`config.mk`:
```
export PLATFORM = sky130hd
export DESIGN_NAME = usb_tele_top
export DESIGN_NICKNAME = d
export VERILOG_FILES = /design/src/hdl/usb_tele_pkg.sv /design/src/hdl/usb_tele_top.sv /design/src/hdl/uart_tx.sv /design/src/hdl/baud_timer.sv /design/src/hdl/dump_sequencer.sv /design/src/hdl/telemetry_buffer.sv
export SDC_FILE = /design/constraint.sdc
export NUM_CORES = 1
export LEC_CHECK = 0
export BUFFER_PORTS_ARGS = -buffer_cell sky130_fd_sc_hd__buf_2
export CAP_MARGIN = 10
export CORE_MARGIN = 3
export CORE_UTILIZATION = 55
export DETAILED_ROUTE_END_ITERATION = 16
export PLACE_DENSITY_LB_ADDON = 0.1
export SLEW_MARGIN = 20
export SYNTH_ARGS = -nofsm -noshare
export SYNTH_HDL_FRONTEND = slang
export SYNTH_SLANG_ARGS = --single-unit
```
`constraint.sdc`:
```
create_clock -name clock -period 7.32 [get_ports clock]
set_input_delay 1.464 -clock clock [delete_from_list [all_inputs] [get_ports clock]]
set_output_delay 1.464 -clock clock [all_outputs]
set_load 0.05 [all_outputs]
```
`src/hdl/usb_tele_pkg.sv`:
```
package usb_tele_pkg;

  // Buffer geometry
  localparam int TELE_DEPTH = 16;
  localparam int LEVEL_BITS = 5;  // Counts 0 to TELE_DEPTH inclusive
  localparam int PTR_BITS = 4;

  // UART framing with a short bit period for simulation
  localparam int CYCLES_PER_BIT = 16;
  localparam int FRAME_BITS = 10;  // Start, 8 data, stop

  // Print format
  localparam int CHARS_PER_WORD = 8;
  localparam logic [7:0] LINE_END = 8'h0A;

  // Dump sequencer states
  localparam logic [2:0] SEQ_IDLE = 3'd0;
  localparam logic [2:0] SEQ_LATCH = 3'd1;
  localparam logic [2:0] SEQ_NIBBLE = 3'd2;
  localparam logic [2:0] SEQ_EOL = 3'd3;
  localparam logic [2:0] SEQ_DRAIN = 3'd4;

  typedef logic [LEVEL_BITS-1:0] level_t;
  typedef logic [7:0] byte_t;

  // Status fields from the MSB down
  typedef struct packed {
    logic [1:0] line_state;
    logic [3:0] tok_endpt;
    logic       timeout;
    logic       usb_sof;
    logic [3:0] usb_state;
    logic [2:0] err_code;
    logic       crc_error;
    logic [7:0] blk_state;
    logic [3:0] ctl_state;
    logic [3:0] phy_state;
  } tele_fields_t;

  // Captured as fields, printed as nibbles
  typedef union packed {
    tele_fields_t                         fields;
    logic [CHARS_PER_WORD-1:0][3:0] nibbles;
  } tele_word_u;

  // Upper-case ASCII hex digit
  function automatic byte_t hex_char(input logic [3:0] nib);
    if (nib < 4'd10) return 8'h30 + {4'h0, nib};
    else return 8'h37 + {4'h0, nib};
  endfunction

endpackage
```
`src/hdl/usb_tele_top.sv`:
```
`timescale 1ns/10ps
module usb_tele_top (
  input  logic                 clock,
  input  logic                 usb_reset,
  input  logic                 sample_i,
  input  logic [3:0]           phy_state_i,
  input  logic [3:0]           ctl_state_i,
  input  logic [7:0]           blk_state_i,
  input  logic                 crc_error_i,
  input  logic [2:0]           err_code_i,
  input  logic [3:0]           usb_state_i,
  input  logic                 usb_sof_i,
  input  logic                 timeout_i,
  input  logic [3:0]           tok_endpt_i,
  input  logic [1:0]           line_state_i,
  input  logic                 start_i,
  output logic                 txd_o,
  output logic                 dumping_o,
  output usb_tele_pkg::level_t level_o
);
  import usb_tele_pkg::*;

  tele_word_u word_w;
  level_t level_w;
  byte_t char_w;
  logic pop_w, load_w, busy_w, run_w;
  logic bit_tick_w, frame_done_w;

  assign level_o = level_w;

  telemetry_buffer u_telemetry_buffer (
    .clock       (clock),
    .usb_reset   (usb_reset),
    .sample_i    (sample_i),
    .phy_state_i (phy_state_i),
    .ctl_state_i (ctl_state_i),
    .blk_state_i (blk_state_i),
    .crc_error_i (crc_error_i),
    .err_code_i  (err_code_i),
    .usb_state_i (usb_state_i),
    .usb_sof_i   (usb_sof_i),
    .timeout_i   (timeout_i),
    .tok_endpt_i (tok_endpt_i),
    .line_state_i(line_state_i),
    .pop_i       (pop_w),
    .word_o      (word_w),
    .level_o     (level_w)
  );

  dump_sequencer u_dump_sequencer (
    .clock    (clock),
    .usb_reset(usb_reset),
    .start_i  (start_i),
    .level_i  (level_w),
    .word_i   (word_w),
    .busy_i   (busy_w),
    .pop_o    (pop_w),
    .load_o   (load_w),
    .char_o   (char_w),
    .dumping_o(dumping_o)
  );

  baud_timer u_baud_timer (
    .clock       (clock),
    .usb_reset   (usb_reset),
    .run_i       (run_w),
    .bit_tick_o  (bit_tick_w),
    .frame_done_o(frame_done_w)
  );

  uart_tx u_uart_tx (
    .clock       (clock),
    .usb_reset   (usb_reset),
    .load_i      (load_w),
    .char_i      (char_w),
    .bit_tick_i  (bit_tick_w),
    .frame_done_i(frame_done_w),
    .run_o       (run_w),
    .busy_o      (busy_w),
    .txd_o       (txd_o)
  );

endmodule

```
`src/hdl/uart_tx.sv`:
```
`timescale 1ns/10ps
module uart_tx (
  input  logic                clock,
  input  logic                usb_reset,
  input  logic                load_i,
  input  usb_tele_pkg::byte_t char_i,
  input  logic                bit_tick_i,
  input  logic                frame_done_i,
  output logic                run_o,
  output logic                busy_o,
  output logic                txd_o
);
  import usb_tele_pkg::*;

  logic [FRAME_BITS-1:0] frame_q;
  logic busy_q;

  always_ff @(posedge clock) begin
    if (usb_reset) begin
      busy_q <= 1'b0;
    end else if (load_i) begin
      busy_q <= 1'b1;
    end else if (frame_done_i) begin
      busy_q <= 1'b0;
    end
  end

  // Shift register whose LSB is the line level
  always_ff @(posedge clock) begin
    if (usb_reset) begin
      frame_q <= '1;  // Line idles high
    end else if (load_i) begin
      frame_q <= {1'b1, char_i, 1'b0};  // Stop, data, start
    end else if (bit_tick_i) begin
      frame_q <= {1'b1, frame_q[FRAME_BITS-1:1]};  // Ones back-fill
    end
  end

  assign busy_o = busy_q;
  assign run_o  = busy_q;  // Timer runs for the whole frame
  assign txd_o  = frame_q[0];

  // Timer must only finish frames this transmitter started
  a_done_in_frame: assert property (@(posedge clock) disable iff (usb_reset)
    frame_done_i |-> busy_q)
    else $error("frame end outside of a frame");

endmodule

```
`src/hdl/baud_timer.sv`:
```
`timescale 1ns/10ps
module baud_timer (
  input  logic clock,
  input  logic usb_reset,
  input  logic run_i,
  output logic bit_tick_o,
  output logic frame_done_o
);
  import usb_tele_pkg::*;

  logic [$clog2(CYCLES_PER_BIT)-1:0] cyc_q;
  logic [$clog2(FRAME_BITS)-1:0] bit_q;
  logic last_cyc_w, last_bit_w;

  assign last_cyc_w = (cyc_q == ($bits(cyc_q))'(CYCLES_PER_BIT - 1));
  assign last_bit_w = (bit_q == ($bits(bit_q))'(FRAME_BITS - 1));

  always_ff @(posedge clock) begin
    if (usb_reset || !run_i) begin  // Held clear between frames
      cyc_q <= '0;
      bit_q <= '0;
    end else if (last_cyc_w) begin
      cyc_q <= '0;
      bit_q <= last_bit_w ? '0 : bit_q + 1'b1;
    end else begin
      cyc_q <= cyc_q + 1'b1;
    end
  end

  assign bit_tick_o   = run_i && last_cyc_w;
  assign frame_done_o = bit_tick_o && last_bit_w;  // End of stop bit

endmodule

```
`src/hdl/dump_sequencer.sv`:
```
`timescale 1ns/10ps
module dump_sequencer (
  input  logic                     clock,
  input  logic                     usb_reset,
  input  logic                     start_i,
  input  usb_tele_pkg::level_t     level_i,
  input  usb_tele_pkg::tele_word_u word_i,
  input  logic                     busy_i,
  output logic                     pop_o,
  output logic                     load_o,
  output usb_tele_pkg::byte_t      char_o,
  output logic                     dumping_o
);
  import usb_tele_pkg::*;

  logic [2:0] state_q;
  logic [2:0] nib_idx_q;
  tele_word_u word_q;
  byte_t char_q;
  logic load_q;
  logic dumping_q;
  logic send_ok_w;

  // Transmitter idle and no load still in flight
  assign send_ok_w = !busy_i && !load_q;

  always_ff @(posedge clock) begin
    if (usb_reset) begin
      state_q   <= SEQ_IDLE;
      nib_idx_q <= '0;
      load_q    <= 1'b0;
      dumping_q <= 1'b0;
    end else begin
      load_q <= 1'b0;  // Single-cycle strobe
      case (state_q)
        SEQ_IDLE: begin
          if (start_i && level_i != '0) begin
            state_q   <= SEQ_LATCH;
            dumping_q <= 1'b1;
          end
        end
        SEQ_LATCH: begin
          nib_idx_q <= 3'(CHARS_PER_WORD - 1);  // MS nibble first
          state_q   <= SEQ_NIBBLE;
        end
        SEQ_NIBBLE: begin
          if (send_ok_w) begin
            load_q <= 1'b1;
            if (nib_idx_q == '0) state_q <= SEQ_EOL;
            else nib_idx_q <= nib_idx_q - 1'b1;
          end
        end
        SEQ_EOL: begin
          if (send_ok_w) begin
            load_q  <= 1'b1;
            state_q <= (level_i != '0) ? SEQ_LATCH : SEQ_DRAIN;
          end
        end
        SEQ_DRAIN: begin
          // Wait out the final line-end frame
          if (send_ok_w) begin
            state_q   <= SEQ_IDLE;
            dumping_q <= 1'b0;
          end
        end
        default: state_q <= SEQ_IDLE;
      endcase
    end
  end

  // Word and character registers
  always_ff @(posedge clock) begin
    if (state_q == SEQ_LATCH) word_q <= word_i;
    if (send_ok_w) begin
      if (state_q == SEQ_NIBBLE) char_q <= hex_char(word_q.nibbles[nib_idx_q]);
      else if (state_q == SEQ_EOL) char_q <= LINE_END;
    end
  end

  assign pop_o     = (state_q == SEQ_LATCH);  // Once per word
  assign load_o    = load_q;
  assign char_o    = char_q;
  assign dumping_o = dumping_q;

  // Registered load must never overlap a frame in progress
  a_no_load_busy: assert property (@(posedge clock) disable iff (usb_reset)
    load_o |-> !busy_i)
    else $error("character load while transmitter busy");

endmodule

```
`src/hdl/telemetry_buffer.sv`:
```
`timescale 1ns/10ps
module telemetry_buffer (
  input  logic                     clock,
  input  logic                     usb_reset,
  input  logic                     sample_i,
  input  logic [3:0]               phy_state_i,
  input  logic [3:0]               ctl_state_i,
  input  logic [7:0]               blk_state_i,
  input  logic                     crc_error_i,
  input  logic [2:0]               err_code_i,
  input  logic [3:0]               usb_state_i,
  input  logic                     usb_sof_i,
  input  logic                     timeout_i,
  input  logic [3:0]               tok_endpt_i,
  input  logic [1:0]               line_state_i,
  input  logic                     pop_i,
  output usb_tele_pkg::tele_word_u word_o,
  output usb_tele_pkg::level_t     level_o
);
  import usb_tele_pkg::*;

  tele_word_u mem_q [TELE_DEPTH];  // Word storage
  tele_word_u sample_w;
  logic [PTR_BITS-1:0] wr_ptr_q, rd_ptr_q;
  level_t level_q;
  logic push_w;

  // Pack the status inputs through the fields view
  always_comb begin
    sample_w.fields.line_state = line_state_i;
    sample_w.fields.tok_endpt  = tok_endpt_i;
    sample_w.fields.timeout    = timeout_i;
    sample_w.fields.usb_sof    = usb_sof_i;
    sample_w.fields.usb_state  = usb_state_i;
    sample_w.fields.err_code   = err_code_i;
    sample_w.fields.crc_error  = crc_error_i;
    sample_w.fields.blk_state  = blk_state_i;
    sample_w.fields.ctl_state  = ctl_state_i;
    sample_w.fields.phy_state  = phy_state_i;
  end

  assign push_w = sample_i && (level_q != level_t'(TELE_DEPTH));  // Drop when full

  always_ff @(posedge clock) begin
    if (push_w) mem_q[wr_ptr_q] <= sample_w;
  end

  always_ff @(posedge clock) begin
    if (usb_reset) begin
      wr_ptr_q <= '0;
      rd_ptr_q <= '0;
      level_q  <= '0;
    end else begin
      if (push_w) wr_ptr_q <= wr_ptr_q + 1'b1;  // Wraps at depth
      if (pop_i) rd_ptr_q <= rd_ptr_q + 1'b1;
      case ({push_w, pop_i})
        2'b10:   level_q <= level_q + 1'b1;
        2'b01:   level_q <= level_q - 1'b1;
        default: level_q <= level_q;  // Both or neither
      endcase
    end
  end

  assign word_o  = mem_q[rd_ptr_q];  // Oldest word
  assign level_o = level_q;

  // The sequencer only pops words it has seen in the buffer
  a_no_pop_empty: assert property (@(posedge clock) disable iff (usb_reset)
    pop_i |-> (level_q != '0))
    else $error("pop while telemetry buffer is empty");

endmodule

```
==> results.py, run 1 <==
metrics = {
    "outcome": {
        "outcome": "finished clean",
    },
    "timing": {
        "setup_total_negative_slack_ps": 0,
        "final_max_slew_viol_count": 0,
        "final_report_setup_violation_count": 0,
        "fin_crit_sh_pct": 43.5,
        "rsz0062_at_grt": "no",
        "final-hold-violation-count": 0,
        "fmaxAchievable_mhz": 314,
        "timing.final.crit_period_ps": 3190,
        "worstMarginPinSlew_ps": 1050,
        "maxSlewHeadroom_pct": 29.9,
        "fin_worst_skew_ps": 11.1,
    },
    "power": {
        "power_density_nw_per_um2": 331,
        "power.switching_mw": 2.04,
        "p_sw_share_pct": 24.0,
        "p_int_mw": 6.46,
        "p_leak_nw": 7.98,
        "vdd_ir_drop_max_v": 0.000298,
        "fin_total_pwr_mw": 8.50,
        "power_frac_comb_pct": 15.5,
        "clkPwrFrac_pct": 36.8,
        "power_frac_seq_pct": 47.8,
    },
    "route": {
        "wl_um": 43300,
        "routed_via_density": 6.05,
        "wire_per_inst_um": 26.0,
        "drt-pass1-iter-count": 5,
        "drc_errors": 0,
        "final_antenna_net_count": 0,
        "first_iter_violations": 822,
        "via_count": 10066,
    },
    "synth": {
        "synth_fp_nets": 1069,
        "synth_edf_count": 551,
        "synth_cell_type_count": 48,
        "postSynth.asyncResetShare_pct": 0,
        "synth_sequential_area_ratio_pct": 76.3,
        "synthDominantCellAreaShare_pct": 72.9,
        "synth_cells": 1020,
        "yosysWarningCount": 0,
        "netlist_top_cells_area": "sky130_fd_sc_hd__edfxtp_1 73%, sky130_fd_sc_hd__mux4_2 17%, sky130_fd_sc_hd__dfxtp_1 3.4%",
        "synth-seq-cells": 590,
        "area_leader_netlist": "sky130_fd_sc_hd__edfxtp_1",
        "syn_avg_cell_area_sq_um": 22.3,
        "synth_flop_cell": "sky130_fd_sc_hd__edfxtp_1",
        "yosys.cell_count.top_type": "sky130_fd_sc_hd__edfxtp_1",
        "synthTopCellsByCount": "551 x sky130_fd_sc_hd__edfxtp_1, 168 x sky130_fd_sc_hd__mux4_2, 39 x sky130_fd_sc_hd__dfxtp_1, 39 x sky130_fd_sc_hd__nor2_1, 34 x sky130_fd_sc_hd__clkbuf_1",
        "mappedNetlistArea_sq_um": 22700,
    },
    "worst_setup_path": {
        "critical_path.reg2reg.endpoint": "u_dump_sequencer.word_q[6]$_DFFE_PP_",
        "endpoint_kind": "flip-flop",
        "crit_type": "reg -> reg",
        "critPathRequiredTime_ps": 7650,
        "critPathLaunchType": "flip-flop",
        "crit-reg2reg-launch": "u_telemetry_buffer.rd_ptr_q[1]$_SDFFE_PP0P_",
        "worst_setup_path_startpoint": "u_telemetry_buffer.rd_ptr_q[1]$_SDFFE_PP0P_",
        "ff2ff_path_depth": 3,
        "r2r_setup_slk_ps": 4130,
        "worstPathMaxFanout": 69,
        "critical_path_arrival_ps": 3520,
    },
    "hold_path": {
        "min_path_cells": 1,
        "worst_hold_endpoint": "u_baud_timer.cyc_q[3]$_SDFF_PP0_",
        "worst_hold_startpoint": "u_baud_timer.cyc_q[3]$_SDFF_PP0_",
        "min-delay-path-class": "reg -> reg",
    },
    "floorplan": {
        "die_w_um": 209,
        "core_area_sq_um": 40300,
        "floorplan.die.height_um": 209,
        "initial_core_util_pct": 56.4,
        "dieArea_sq_um": 43800,
        "rows": 73,
        "ios": 43,
    },
    "job": {
        "max_cap_violations": 0,
    },
    "clocking": {
        "clk_root_buffer_cell": "sky130_fd_sc_hd__clkbuf_16",
        "number_of_setup_buffers_added_after_cts": 0,
        "clockBufferDepth": 3,
        "cts_resized": 0,
        "cts_buffers": 58,
        "cts_tree": "done",
        "clk_pin_slew_worst_paths_ps": 60,
        "clock_sink_count": 590,
        "clock_latency_ps": 610,
        "cts-htree-levels": 2,
        "cts.hold.buffers_added": 0,
    },
    "global_routing": {
        "grt_antenna_before_repair": 1,
        "grt_max_degree": 70,
        "grt_pass1_wl_um": 66300,
        "global_route.overflow_total": 0,
        "grt_use_total_pct": 20.3,
        "grt_pass1_vias": 10513,
    },
    "cells_and_area": {
        "fin_nets": 1140,
        "relative_area_change_from_synthesis_to_final_layout_pct": 13.1,
        "drive_above_1_share_pct": 31.3,
    },
    "placed_design": {
        "globalplace.congestion": 0.736,
        "dp_hpwl_um": 22800,
        "numPortBuffers": 42,
    },
}
[critical path, stage by stage, from the launching register on]
cell and delay [ps]:
sky130_fd_sc_hd__dfxtp_4 970, sky130_fd_sc_hd__buf_4 940, sky130_fd_sc_hd__mux4_2 430, sky130_fd_sc_hd__mux4_2 510
[how the worst max path moves through the flow]
stage,to,cells past startpoint
floorplan,u_telemetry_buffer.mem_q[3][0]$_DFFE_PP_,4
global placement,u_telemetry_buffer.level_o[4]$_SDFFE_PP0P_,11
detailed placement,u_telemetry_buffer.level_o[4]$_SDFFE_PP0P_,11
CTS,u_dump_sequencer.word_q[6]$_DFFE_PP_,3
global route,u_telemetry_buffer.level_o[4]$_SDFFE_PP0P_,11
finish,u_dump_sequencer.word_q[6]$_DFFE_PP_,3
[per-stage QoR]
step | cell area [sq um] | hold WS, ps | utilization [%] | setup WS [ps] | instances
after floorplan | 22700 | 440 | - | 2650 | 1020
after global placement | 23600 | 449 | 58.7 | 3580 | 1556
after detailed placement | 23600 | 463 | 58.7 | 3530 | 1556
after CTS | 25700 | 473 | 63.7 | 4050 | 1664
after global routing | 25700 | 502 | 63.7 | 3930 | 1664
final | 25700 | 474 | 63.7 | 4130 | 1665
[flip-flops by register name (all words and copies together) (netlist names), 4 cells and up]
name                         cells
u_telemetry_buffer.rd_ptr_q      4
u_telemetry_buffer.wr_ptr_q      4
u_baud_timer.cyc_q               4
u_telemetry_buffer.mem_q       512
u_telemetry_buffer.level_o       5
u_dump_sequencer.char_o          7
u_dump_sequencer.word_q         32
u_baud_timer.bit_q               4
u_uart_tx.frame_q                9
[logic make-up after synthesis]
logic type	share of synthesized area, %
compound gates	1.15
mux	17.7
fa+ha+maj	0.716
buf+inv	1.17
xor+xnor	0.578
simple gates	2.36
flops	76.3
[metal layers]
metal | vias up | part of all wire [%] | global-route usage, %
li1 | 4407 | - | -
met5 | - | 0 | 0
met3 | 61 | 4.4 | 3.50
met1 | 5392 | 42 | 28.5
met2 | 206 | 51 | 33.7
met4 | 0 | 1.9 | 5.68
[power by group through the flow]
stage	clock network [mW]	logic (mW)	registers, mW
2_1_floorplan	0	1.07	4.05
3_3_place_gp	0	1.33	4.13
4_1_cts	3.19	1.35	4.06
6_report	3.12	1.32	4.06
5_1_grt	3.33	1.44	4.08
3_5_place_dp	0	1.34	4.14
[cells in the final DEF (no fill, tap or decap), types with 3 or more instances in the layout]
cell type                      n
sky130_fd_sc_hd__mux2_2        8
sky130_fd_sc_hd__nand2_1      15
sky130_fd_sc_hd__or3_1         3
sky130_fd_sc_hd__buf_4        23
sky130_fd_sc_hd__ha_1         13
sky130_fd_sc_hd__nor2_1       27
sky130_fd_sc_hd__o21bai_1      4
sky130_fd_sc_hd__buf_2        42
sky130_fd_sc_hd__a31oi_1       3
sky130_fd_sc_hd__xnor2_1       4
sky130_fd_sc_hd__nand2b_1     13
sky130_fd_sc_hd__clkinvlp_4    3
sky130_fd_sc_hd__nor2b_1       3
sky130_fd_sc_hd__mux4_2      168
sky130_fd_sc_hd__nor3_2        4
sky130_fd_sc_hd__clkbuf_1      7
sky130_fd_sc_hd__clkinv_1     12
sky130_fd_sc_hd__a21oi_1      14
sky130_fd_sc_hd__dfxtp_1      35
sky130_fd_sc_hd__bufinv_16    12
sky130_fd_sc_hd__xor2_1       11
sky130_fd_sc_hd__nor3_1        7
sky130_fd_sc_hd__o21ai_0      10
sky130_fd_sc_hd__nor2_4       12
sky130_fd_sc_hd__edfxtp_1    551
sky130_fd_sc_hd__nor3b_1       4
sky130_fd_sc_hd__inv_1        10
sky130_fd_sc_hd__clkbuf_16    59
sky130_fd_sc_hd__clkinv_2     13
sky130_fd_sc_hd__mux2i_1      13
[layout make-up]
class | count | area [sq um]
diodes | 1 | 2.50
multi-input cells | 366 | 5240
flip-flops and latches | 590 | 17300
inverters | 10 | 37.5
clock inverters | 42 | 522
clock buffers | 66 | 1500
fillers | 2686 | 14600
well taps | 525 | 657
repair buffers | 65 | 383
Power figures use the tool's default switching activity.
==> run 2: changes to the inputs <==
Clock period 7.32 ns to 2.82 ns, I/O delays scaled along.
==> run 2 against run 1 <==
Compared with the run above:
- non-clock buffer count increased by 28
- critical path type unchanged
- clock skew increased by 6.1 ps
- sequential share of layout area decreased by 0.94 points
- worst hold slack got worse by 150 ps
- clock power increased by 140%
- critical path depth increased by 8
- first-iteration DRC count increased by 21%
- global-route usage increased by 1.5 points
==> results.py, run 2 (synthesis gave the netlist of run 1 again) <==
metrics = {
    "cells_and_area": {
        "mostFrequentLayoutCells": "551 x sky130_fd_sc_hd__edfxtp_1, 168 x sky130_fd_sc_hd__mux4_2, 59 x sky130_fd_sc_hd__clkbuf_16, 42 x sky130_fd_sc_hd__buf_2",
        "fin_area_sq_um": 26100,
        "mostFrequentLayoutCell": "sky130_fd_sc_hd__edfxtp_1",
        "largest_register_ffs": 512,
        "drive_above_1_share_pct": 33.1,
        "num-fill-cells": 2632,
        "final-instance-count-excl-fill": 1693,
        "largest_registers": "u_telemetry_buffer.mem_q: 512 flops, u_dump_sequencer.word_q: 32 flops, u_uart_tx.frame_q: 9 flops",
        "largest-register": "u_telemetry_buffer.mem_q",
        "fin_nets": 1167,
        "relative_area_change_from_synthesis_to_final_layout_pct": 14.7,
    },
    "worst_setup_path": {
        "critical-path-top-delay-family": "simple AND/OR/NAND/NOR gates",
        "worstPathMaxFanout": 3,
        "crit_type": "reg -> reg",
        "timing.critical_path.cells": "or4_4 -> o21a_4 -> inv_2 -> ha_2 -> xor2_1 -> ha_2 -> nor2_1 -> nor3b_1 -> o21ai_1 -> a31oi_1 -> mux2_2",
        "critical_path.reg2reg.endpoint": "u_telemetry_buffer.level_o[4]$_SDFFE_PP0P_",
        "crit-reg2reg-launch": "u_telemetry_buffer.level_o[1]$_SDFFE_PP0P_",
        "ff2ff_path_depth": 11,
        "critPathLaunchType": "flip-flop",
        "endpoint_kind": "flip-flop",
        "critPathRequiredTime_ps": 3300,
        "cp_peak_stage_delay_ps": 540,
        "critical_path_arrival_ps": 3140,
        "r2r_setup_slk_ps": 160,
        "critical_path.n_buffers_inverters": 1,
        "critPathMostFrequentCell": "sky130_fd_sc_hd__ha_2",
        "critical-path-slowest-cell": "sky130_fd_sc_hd__or4_4",
    },
    "timing": {
        "timing.final.crit_period_ps": 2660,
        "fin_worst_skew_ps": 17.2,
        "final_report_setup_violation_count": 0,
        "maxSlewHeadroom_pct": 23.5,
        "final-hold-violation-count": 0,
        "fmaxAchievable_mhz": 376,
        "final.hold.worst_slack_ps": 327,
        "final_max_slew_viol_count": 0,
        "worstMarginPinSlew_ps": 1140,
        "fin_crit_sh_pct": 94.2,
    },
    "floorplan": {
        "die_w_um": 209,
        "core_area_sq_um": 40300,
        "floorplan.die.height_um": 209,
        "initial_core_util_pct": 56.4,
        "rows": 73,
        "ios": 43,
        "dieArea_sq_um": 43800,
    },
    "placed_design": {
        "placement.cell_area_sq_um": 24100,
        "dp_hpwl_um": 24900,
        "numPortBuffers": 42,
        "globalplace.congestion": 0.726,
        "placed_cells_incl_taps": 1582,
    },
    "route": {
        "final_antenna_net_count": 0,
        "first_iter_violations": 997,
        "wire_per_inst_um": 27.3,
        "drc_errors": 0,
        "drt-pass1-iter-count": 5,
        "via_count": 10302,
        "routed_via_density": 6.09,
        "wl_um": 46300,
    },
    "clocking": {
        "cts_tree": "done",
        "cts-htree-levels": 2,
        "clock_latency_ps": 610,
        "cts_buffers": 57,
        "clockBufferDepth": 3,
        "clock_sink_count": 590,
        "clk_root_buffer_cell": "sky130_fd_sc_hd__clkbuf_16",
        "clk_pin_slew_worst_paths_ps": 60,
    },
    "power": {
        "fin_total_pwr_mw": 21.9,
        "vdd_ir_drop_max_v": 0.000683,
        "p_leak_nw": 8.08,
        "power_density_nw_per_um2": 839,
    },
    "global_routing": {
        "global_route.overflow_total": 0,
        "grt_antenna_before_repair": 1,
        "grt_pass1_wl_um": 70000,
        "grt_pass1_vias": 10588,
        "grt_use_total_pct": 21.8,
        "grt_max_degree": 57,
    },
    "hold_path": {
        "worst_hold_endpoint": "u_telemetry_buffer.mem_q[11][9]$_DFFE_PP_",
        "min_path_cells": 1,
        "min-delay-path-class": "in -> reg",
        "worst_hold_startpoint": "blk_state_i[1]",
    },
    "job": {
        "max_cap_violations": 0,
    },
    "outcome": {
        "outcome": "finished clean",
    },
}
run 2: changes by cell type in the layout (fill, tap and decap cells not counted), moves of 4 or more:
cell                        change
sky130_fd_sc_hd__nor3_4         +4
sky130_fd_sc_hd__clkbuf_1       +4
sky130_fd_sc_hd__bufinv_16      -5
sky130_fd_sc_hd__clkinv_1       +4
sky130_fd_sc_hd__clkinv_2       -7
sky130_fd_sc_hd__buf_4          +8
sky130_fd_sc_hd__dfxtp_1        -4
sky130_fd_sc_hd__buf_12        +20
sky130_fd_sc_hd__nor3_2         -4
run 2: how the worst max path moves through the flow:
stage | start | end | slack, ps | depth (start not counted)
final | u_telemetry_buffer.level_o[1]$_SDFFE_PP0P_ | u_telemetry_buffer.level_o[4]$_SDFFE_PP0P_ | 160 | 11
after detailed placement | u_telemetry_buffer.level_o[0]$_SDFFE_PP0P_ | u_telemetry_buffer.level_o[4]$_SDFFE_PP0P_ | 150 | 11
after floorplan | u_telemetry_buffer.level_o[2]$_SDFFE_PP0P_ | u_telemetry_buffer.mem_q[15][0]$_DFFE_PP_ | -490 | 5
after global placement | u_telemetry_buffer.level_o[0]$_SDFFE_PP0P_ | u_telemetry_buffer.level_o[4]$_SDFFE_PP0P_ | 190 | 11
after CTS | u_telemetry_buffer.level_o[0]$_SDFFE_PP0P_ | u_telemetry_buffer.level_o[4]$_SDFFE_PP0P_ | 140 | 11
after global routing | u_telemetry_buffer.level_o[1]$_SDFFE_PP0P_ | u_telemetry_buffer.level_o[4]$_SDFFE_PP0P_ | -0.1 | 11
run 2: timing repair:
item,in CTS,in global routing
setup endpoints to repair,0,1
setup buffers,0,2
hold buffers,0,0
resized for setup,0,3
run 2: worst reg2reg max path: cells and delay by family, from the launching register on:
kind | cells | cell delay, ps
compound gates | 3 | 500
xor+xnor | 1 | 160
fa+ha+maj | 2 | 390
buf+inv | 1 | 50
flops | 1 | 320
mux | 1 | 340
simple gates | 3 | 790
run 2: routing by layer:
metal	GRT usage [%]	up-vias	share of wire [%]
li1	-	4470	-
met1	31.9	5523	43
met2	34.8	240	50
met3	3.63	69	4.5
met4	6.35	0	2.4
met5	0	-	0
run 2: final cells by class:
cell class	instances	area [sq um]	share of cell area [%]
timing repair buffer	93	843	3.24
antenna	1	2.50	0.00960
multi-input combinational	366	5280	20.3
inverter	10	37.5	0.144
clock buffer	70	1520	5.83
clock inverter	38	374	1.44
tap	525	657	2.52
sequential	590	17300	66.6
run 2: per-stage QoR:
| stage | worst slack, ps | utilization (%) | setup TNS [ps] |
|---|---|---|---|
| 2_1_floorplan | -492 | - | -208540 |
| 3_3_place_gp | 193 | 59.9 | 0 |
| 3_5_place_dp | 152 | 59.9 | 0 |
| 4_1_cts | 145 | 64.6 | 0 |
| 5_1_grt | -0.115 | 64.7 | -0.115 |
| 6_report | 163 | 64.7 | 0 |
run 2: power breakdown:
group | total (mW) | leakage, nW | switching, mW | internal (mW)
clock | 7.63 | 0.910 | 3.17 | 4.47
combinational | 3.85 | 1.87 | 1.89 | 1.97
sequential | 10.4 | 5.31 | 0.288 | 10.1
==> run 3: changes to the inputs <==
Settings changed: CORE_UTILIZATION 55 to 56, HOLD_SLACK_MARGIN set to 0.02, SYNTH_HIERARCHICAL set to 1.
==> run 3 against run 2 <==
Compared with the run above:
- first-iteration DRC count increased by 5.2%
- critical path depth decreased by 2
- final cell count increased by 4.9%
- clock power decreased by 2%
==> results.py, run 3 <==
metrics = {
    "outcome": {
        "outcome": "finished clean",
    },
    "timing": {
        "maxSlewHeadroom_pct": 37.6,
        "fin_worst_skew_ps": 13.8,
        "final-hold-violation-count": 0,
        "timing.final.crit_period_ps": 2680,
        "final.hold.worst_slack_ps": 333,
        "final_max_slew_viol_count": 0,
        "fin_crit_sh_pct": 95.1,
        "worstMarginPinSlew_ps": 932,
        "rsz0062_at_grt": "no",
        "worst_slack_ps": 138,
        "setup_total_negative_slack_ps": 0,
        "fmaxAchievable_mhz": 373,
        "final_report_setup_violation_count": 0,
    },
    "global_routing": {
        "grt_pass1_wl_um": 73600,
        "grt_antenna_before_repair": 2,
        "grt_max_degree": 40,
        "grt_busiest_layer": "met2",
        "grt_util_met1_pct": 34.1,
        "grtUsageMet3_pct": 4.42,
        "global_route.overflow_total": 0,
        "grt_pass1_vias": 11284,
        "grt_use_met2_pct": 36.3,
        "grt_use_total_pct": 23.1,
    },
    "power": {
        "p_sw_share_pct": 24.8,
        "p_leak_nw": 8.29,
        "p_int_mw": 16.3,
        "clkPwrFrac_pct": 34.4,
        "power.switching_mw": 5.38,
        "power_density_nw_per_um2": 830,
        "power_frac_seq_pct": 48.4,
        "fin_total_pwr_mw": 21.7,
        "vdd_ir_drop_max_v": 0.000602,
        "power_frac_comb_pct": 17.2,
    },
    "job": {
        "max_cap_violations": 0,
    },
    "synth": {
        "synth_fp_nets": 1159,
        "yosys.cell_count.top_type": "sky130_fd_sc_hd__edfxtp_1",
        "synth-seq-cells": 594,
        "area_leader_netlist": "sky130_fd_sc_hd__edfxtp_1",
        "postSynth.asyncResetShare_pct": 0,
        "synth_edf_count": 551,
        "netlist_top_cells_area": "sky130_fd_sc_hd__edfxtp_1 72%, sky130_fd_sc_hd__mux4_2 13%, sky130_fd_sc_hd__dfxtp_1 3.8%",
        "synth_sequential_area_ratio_pct": 76.2,
        "syn_avg_cell_area_sq_um": 20.6,
        "yosysWarningCount": 6,
        "synthTopCellsByCount": "551 x sky130_fd_sc_hd__edfxtp_1, 133 x sky130_fd_sc_hd__mux4_2, 64 x sky130_fd_sc_hd__a22oi_1",
        "synth_cell_type_count": 60,
        "synth_flop_cell": "sky130_fd_sc_hd__edfxtp_1",
        "synth_cells": 1110,
        "mappedNetlistArea_sq_um": 22800,
        "synthDominantCellAreaShare_pct": 72.4,
    },
    "clocking": {
        "cts_tree": "done",
        "clock_sink_count": 594,
        "clock_latency_ps": 600,
        "clk_root_buffer_cell": "sky130_fd_sc_hd__clkbuf_16",
        "cts-htree-levels": 2,
        "number_of_setup_buffers_added_after_cts": 0,
        "clk_pin_slew_worst_paths_ps": 60,
        "cts_buffers": 58,
        "cts.hold.buffers_added": 0,
        "clockBufferDepth": 3,
    },
    "worst_setup_path": {
        "critPathLaunchType": "flip-flop",
        "timing.critical_path.cells": "or4b_4 -> o21a_4 -> clkinv_4 -> ha_2 -> xor2_1 -> ha_2 -> a31oi_1 -> o31ai_2 -> mux2_2",
        "critical_path.reg2reg.endpoint": "u_telemetry_buffer/level_o[4]$_SDFFE_PP0P_",
        "critical_path.n_buffers_inverters": 1,
        "timing.critical_path.depth": 9,
        "critical-path-top-delay-family": "compound AO/OA/AOI/OAI gates",
        "worst_setup_path_startpoint": "u_telemetry_buffer/level_o[3]$_SDFFE_PP0P_",
        "r2r_setup_slk_ps": 140,
        "critPathRequiredTime_ps": 3300,
        "endpoint_kind": "flip-flop",
        "crit-reg2reg-launch": "u_telemetry_buffer/level_o[3]$_SDFFE_PP0P_",
        "critPathMostFrequentCell": "sky130_fd_sc_hd__ha_2",
        "cp_peak_stage_delay_ps": 550,
        "worstPathMaxFanout": 8,
        "endpoint": "u_telemetry_buffer/level_o[4]$_SDFFE_PP0P_",
        "critical_path_arrival_ps": 3160,
        "critical-path-slowest-cell": "sky130_fd_sc_hd__or4b_4",
        "ff2ff_path_depth": 9,
        "crit_type": "reg -> reg",
    },
    "route": {
        "drt-pass1-iter-count": 5,
        "via_count": 11096,
        "routed_via_density": 6.25,
        "wl_um": 49100,
        "drc_errors": 0,
        "wire_per_inst_um": 27.6,
        "first_iter_violations": 1049,
        "final_antenna_net_count": 0,
    },
    "cells_and_area": {
        "largest_registers": "u_telemetry_buffer/mem_q: 512 flops, u_dump_sequencer/word_q: 32 flops, u_uart_tx/frame_q: 9 flops",
        "mostFrequentLayoutCells": "551 x sky130_fd_sc_hd__edfxtp_1, 133 x sky130_fd_sc_hd__mux4_2, 64 x sky130_fd_sc_hd__a22oi_1, 60 x sky130_fd_sc_hd__clkbuf_16, 46 x sky130_fd_sc_hd__nand2_1",
        "n_antenna_cell": 0,
        "largest_register_ffs": 512,
        "final-instance-count-excl-fill": 1776,
        "mostFrequentLayoutCell": "sky130_fd_sc_hd__edfxtp_1",
        "fin_nets": 1254,
        "final_core_util_pct": 65.2,
        "fin_area_sq_um": 26100,
        "drive_above_1_share_pct": 28.5,
        "relative_area_change_from_synthesis_to_final_layout_pct": 14.2,
        "largest-register": "u_telemetry_buffer/mem_q",
    },
    "floorplan": {
        "core_area_sq_um": 40000,
        "dieArea_sq_um": 43300,
        "initial_core_util_pct": 57.1,
        "die_w_um": 208,
        "rows": 73,
        "floorplan.die.height_um": 208,
        "ios": 43,
    },
    "placed_design": {
        "placed_cells_incl_taps": 1670,
        "dp_hpwl_um": 27700,
        "numPortBuffers": 42,
        "detailedPlace.worstSlack_ps": 137,
        "globalplace.congestion": 0.745,
        "placement.cell_area_sq_um": 24200,
    },
    "hold_path": {
        "min-delay-path-class": "in -> reg",
    },
}
[run 3: layout make-up]
class / instances / area [sq um]
repair buffers: 97 / 836
clock buffers: 86 / 1720
multi-input cells: 439 / 5260
fillers: 2698 / 13900
flip-flops and latches: 594 / 17400
inverters: 15 / 61.3
well taps: 525 / 657
clock inverters: 20 / 148
[run 3: logic make-up (layout without fill, tap and decap cells)]
family          Yosys count  in the layout  share of synthesized area [%]
flops                   594            594                           76.2
other cells               1              1                         0.0164
buf+inv                  77            218                           1.57
fa+ha+maj                13             13                          0.712
mux                     151            151                           14.2
xor+xnor                 14             14                          0.537
compound gates          117            117                           3.61
simple gates            143            143                           3.19
[run 3: how the worst min path moves through the flow]
stage / from / endpoint / cells after the start
global route: tok_endpt_i[0] / u_telemetry_buffer/mem_q[3][26]$_DFFE_PP_ / 1
finish: crc_error_i / u_telemetry_buffer/mem_q[1][16]$_DFFE_PP_ / 1
global placement: u_dump_sequencer/dumping_o$_SDFFE_PP0P_ / u_dump_sequencer/dumping_o$_SDFFE_PP0P_ / 2
floorplan: u_baud_timer/cyc_q[0]$_SDFF_PP0_ / u_baud_timer/cyc_q[0]$_SDFF_PP0_ / 1
detailed placement: u_dump_sequencer/dumping_o$_SDFFE_PP0P_ / u_dump_sequencer/dumping_o$_SDFFE_PP0P_ / 2
CTS: crc_error_i / u_telemetry_buffer/mem_q[5][16]$_DFFE_PP_ / 1
[run 3: power by group through the flow]
stage	Sequential (mW)	Combinational [mW]	Clock [mW]
2_1_floorplan	10.5	2.79	0
3_3_place_gp	10.7	3.71	0
3_5_place_dp	10.7	3.75	0
4_1_cts	10.5	3.76	7.62
5_1_grt	10.5	4.05	7.97
6_report	10.5	3.72	7.46
[run 3: timing repair]
item,4_1_cts,5_1_grt
resized for setup,0,1
hold endpoints to repair,0,0
endpoints found under the setup margin,0,1
[run 3: metal layers]
layer,share of wire (%),vias to the layer above
li1,-,4781
met1,42,5871
met2,49,365
met3,6.7,75
met4,2.1,4
met5,0.069,-
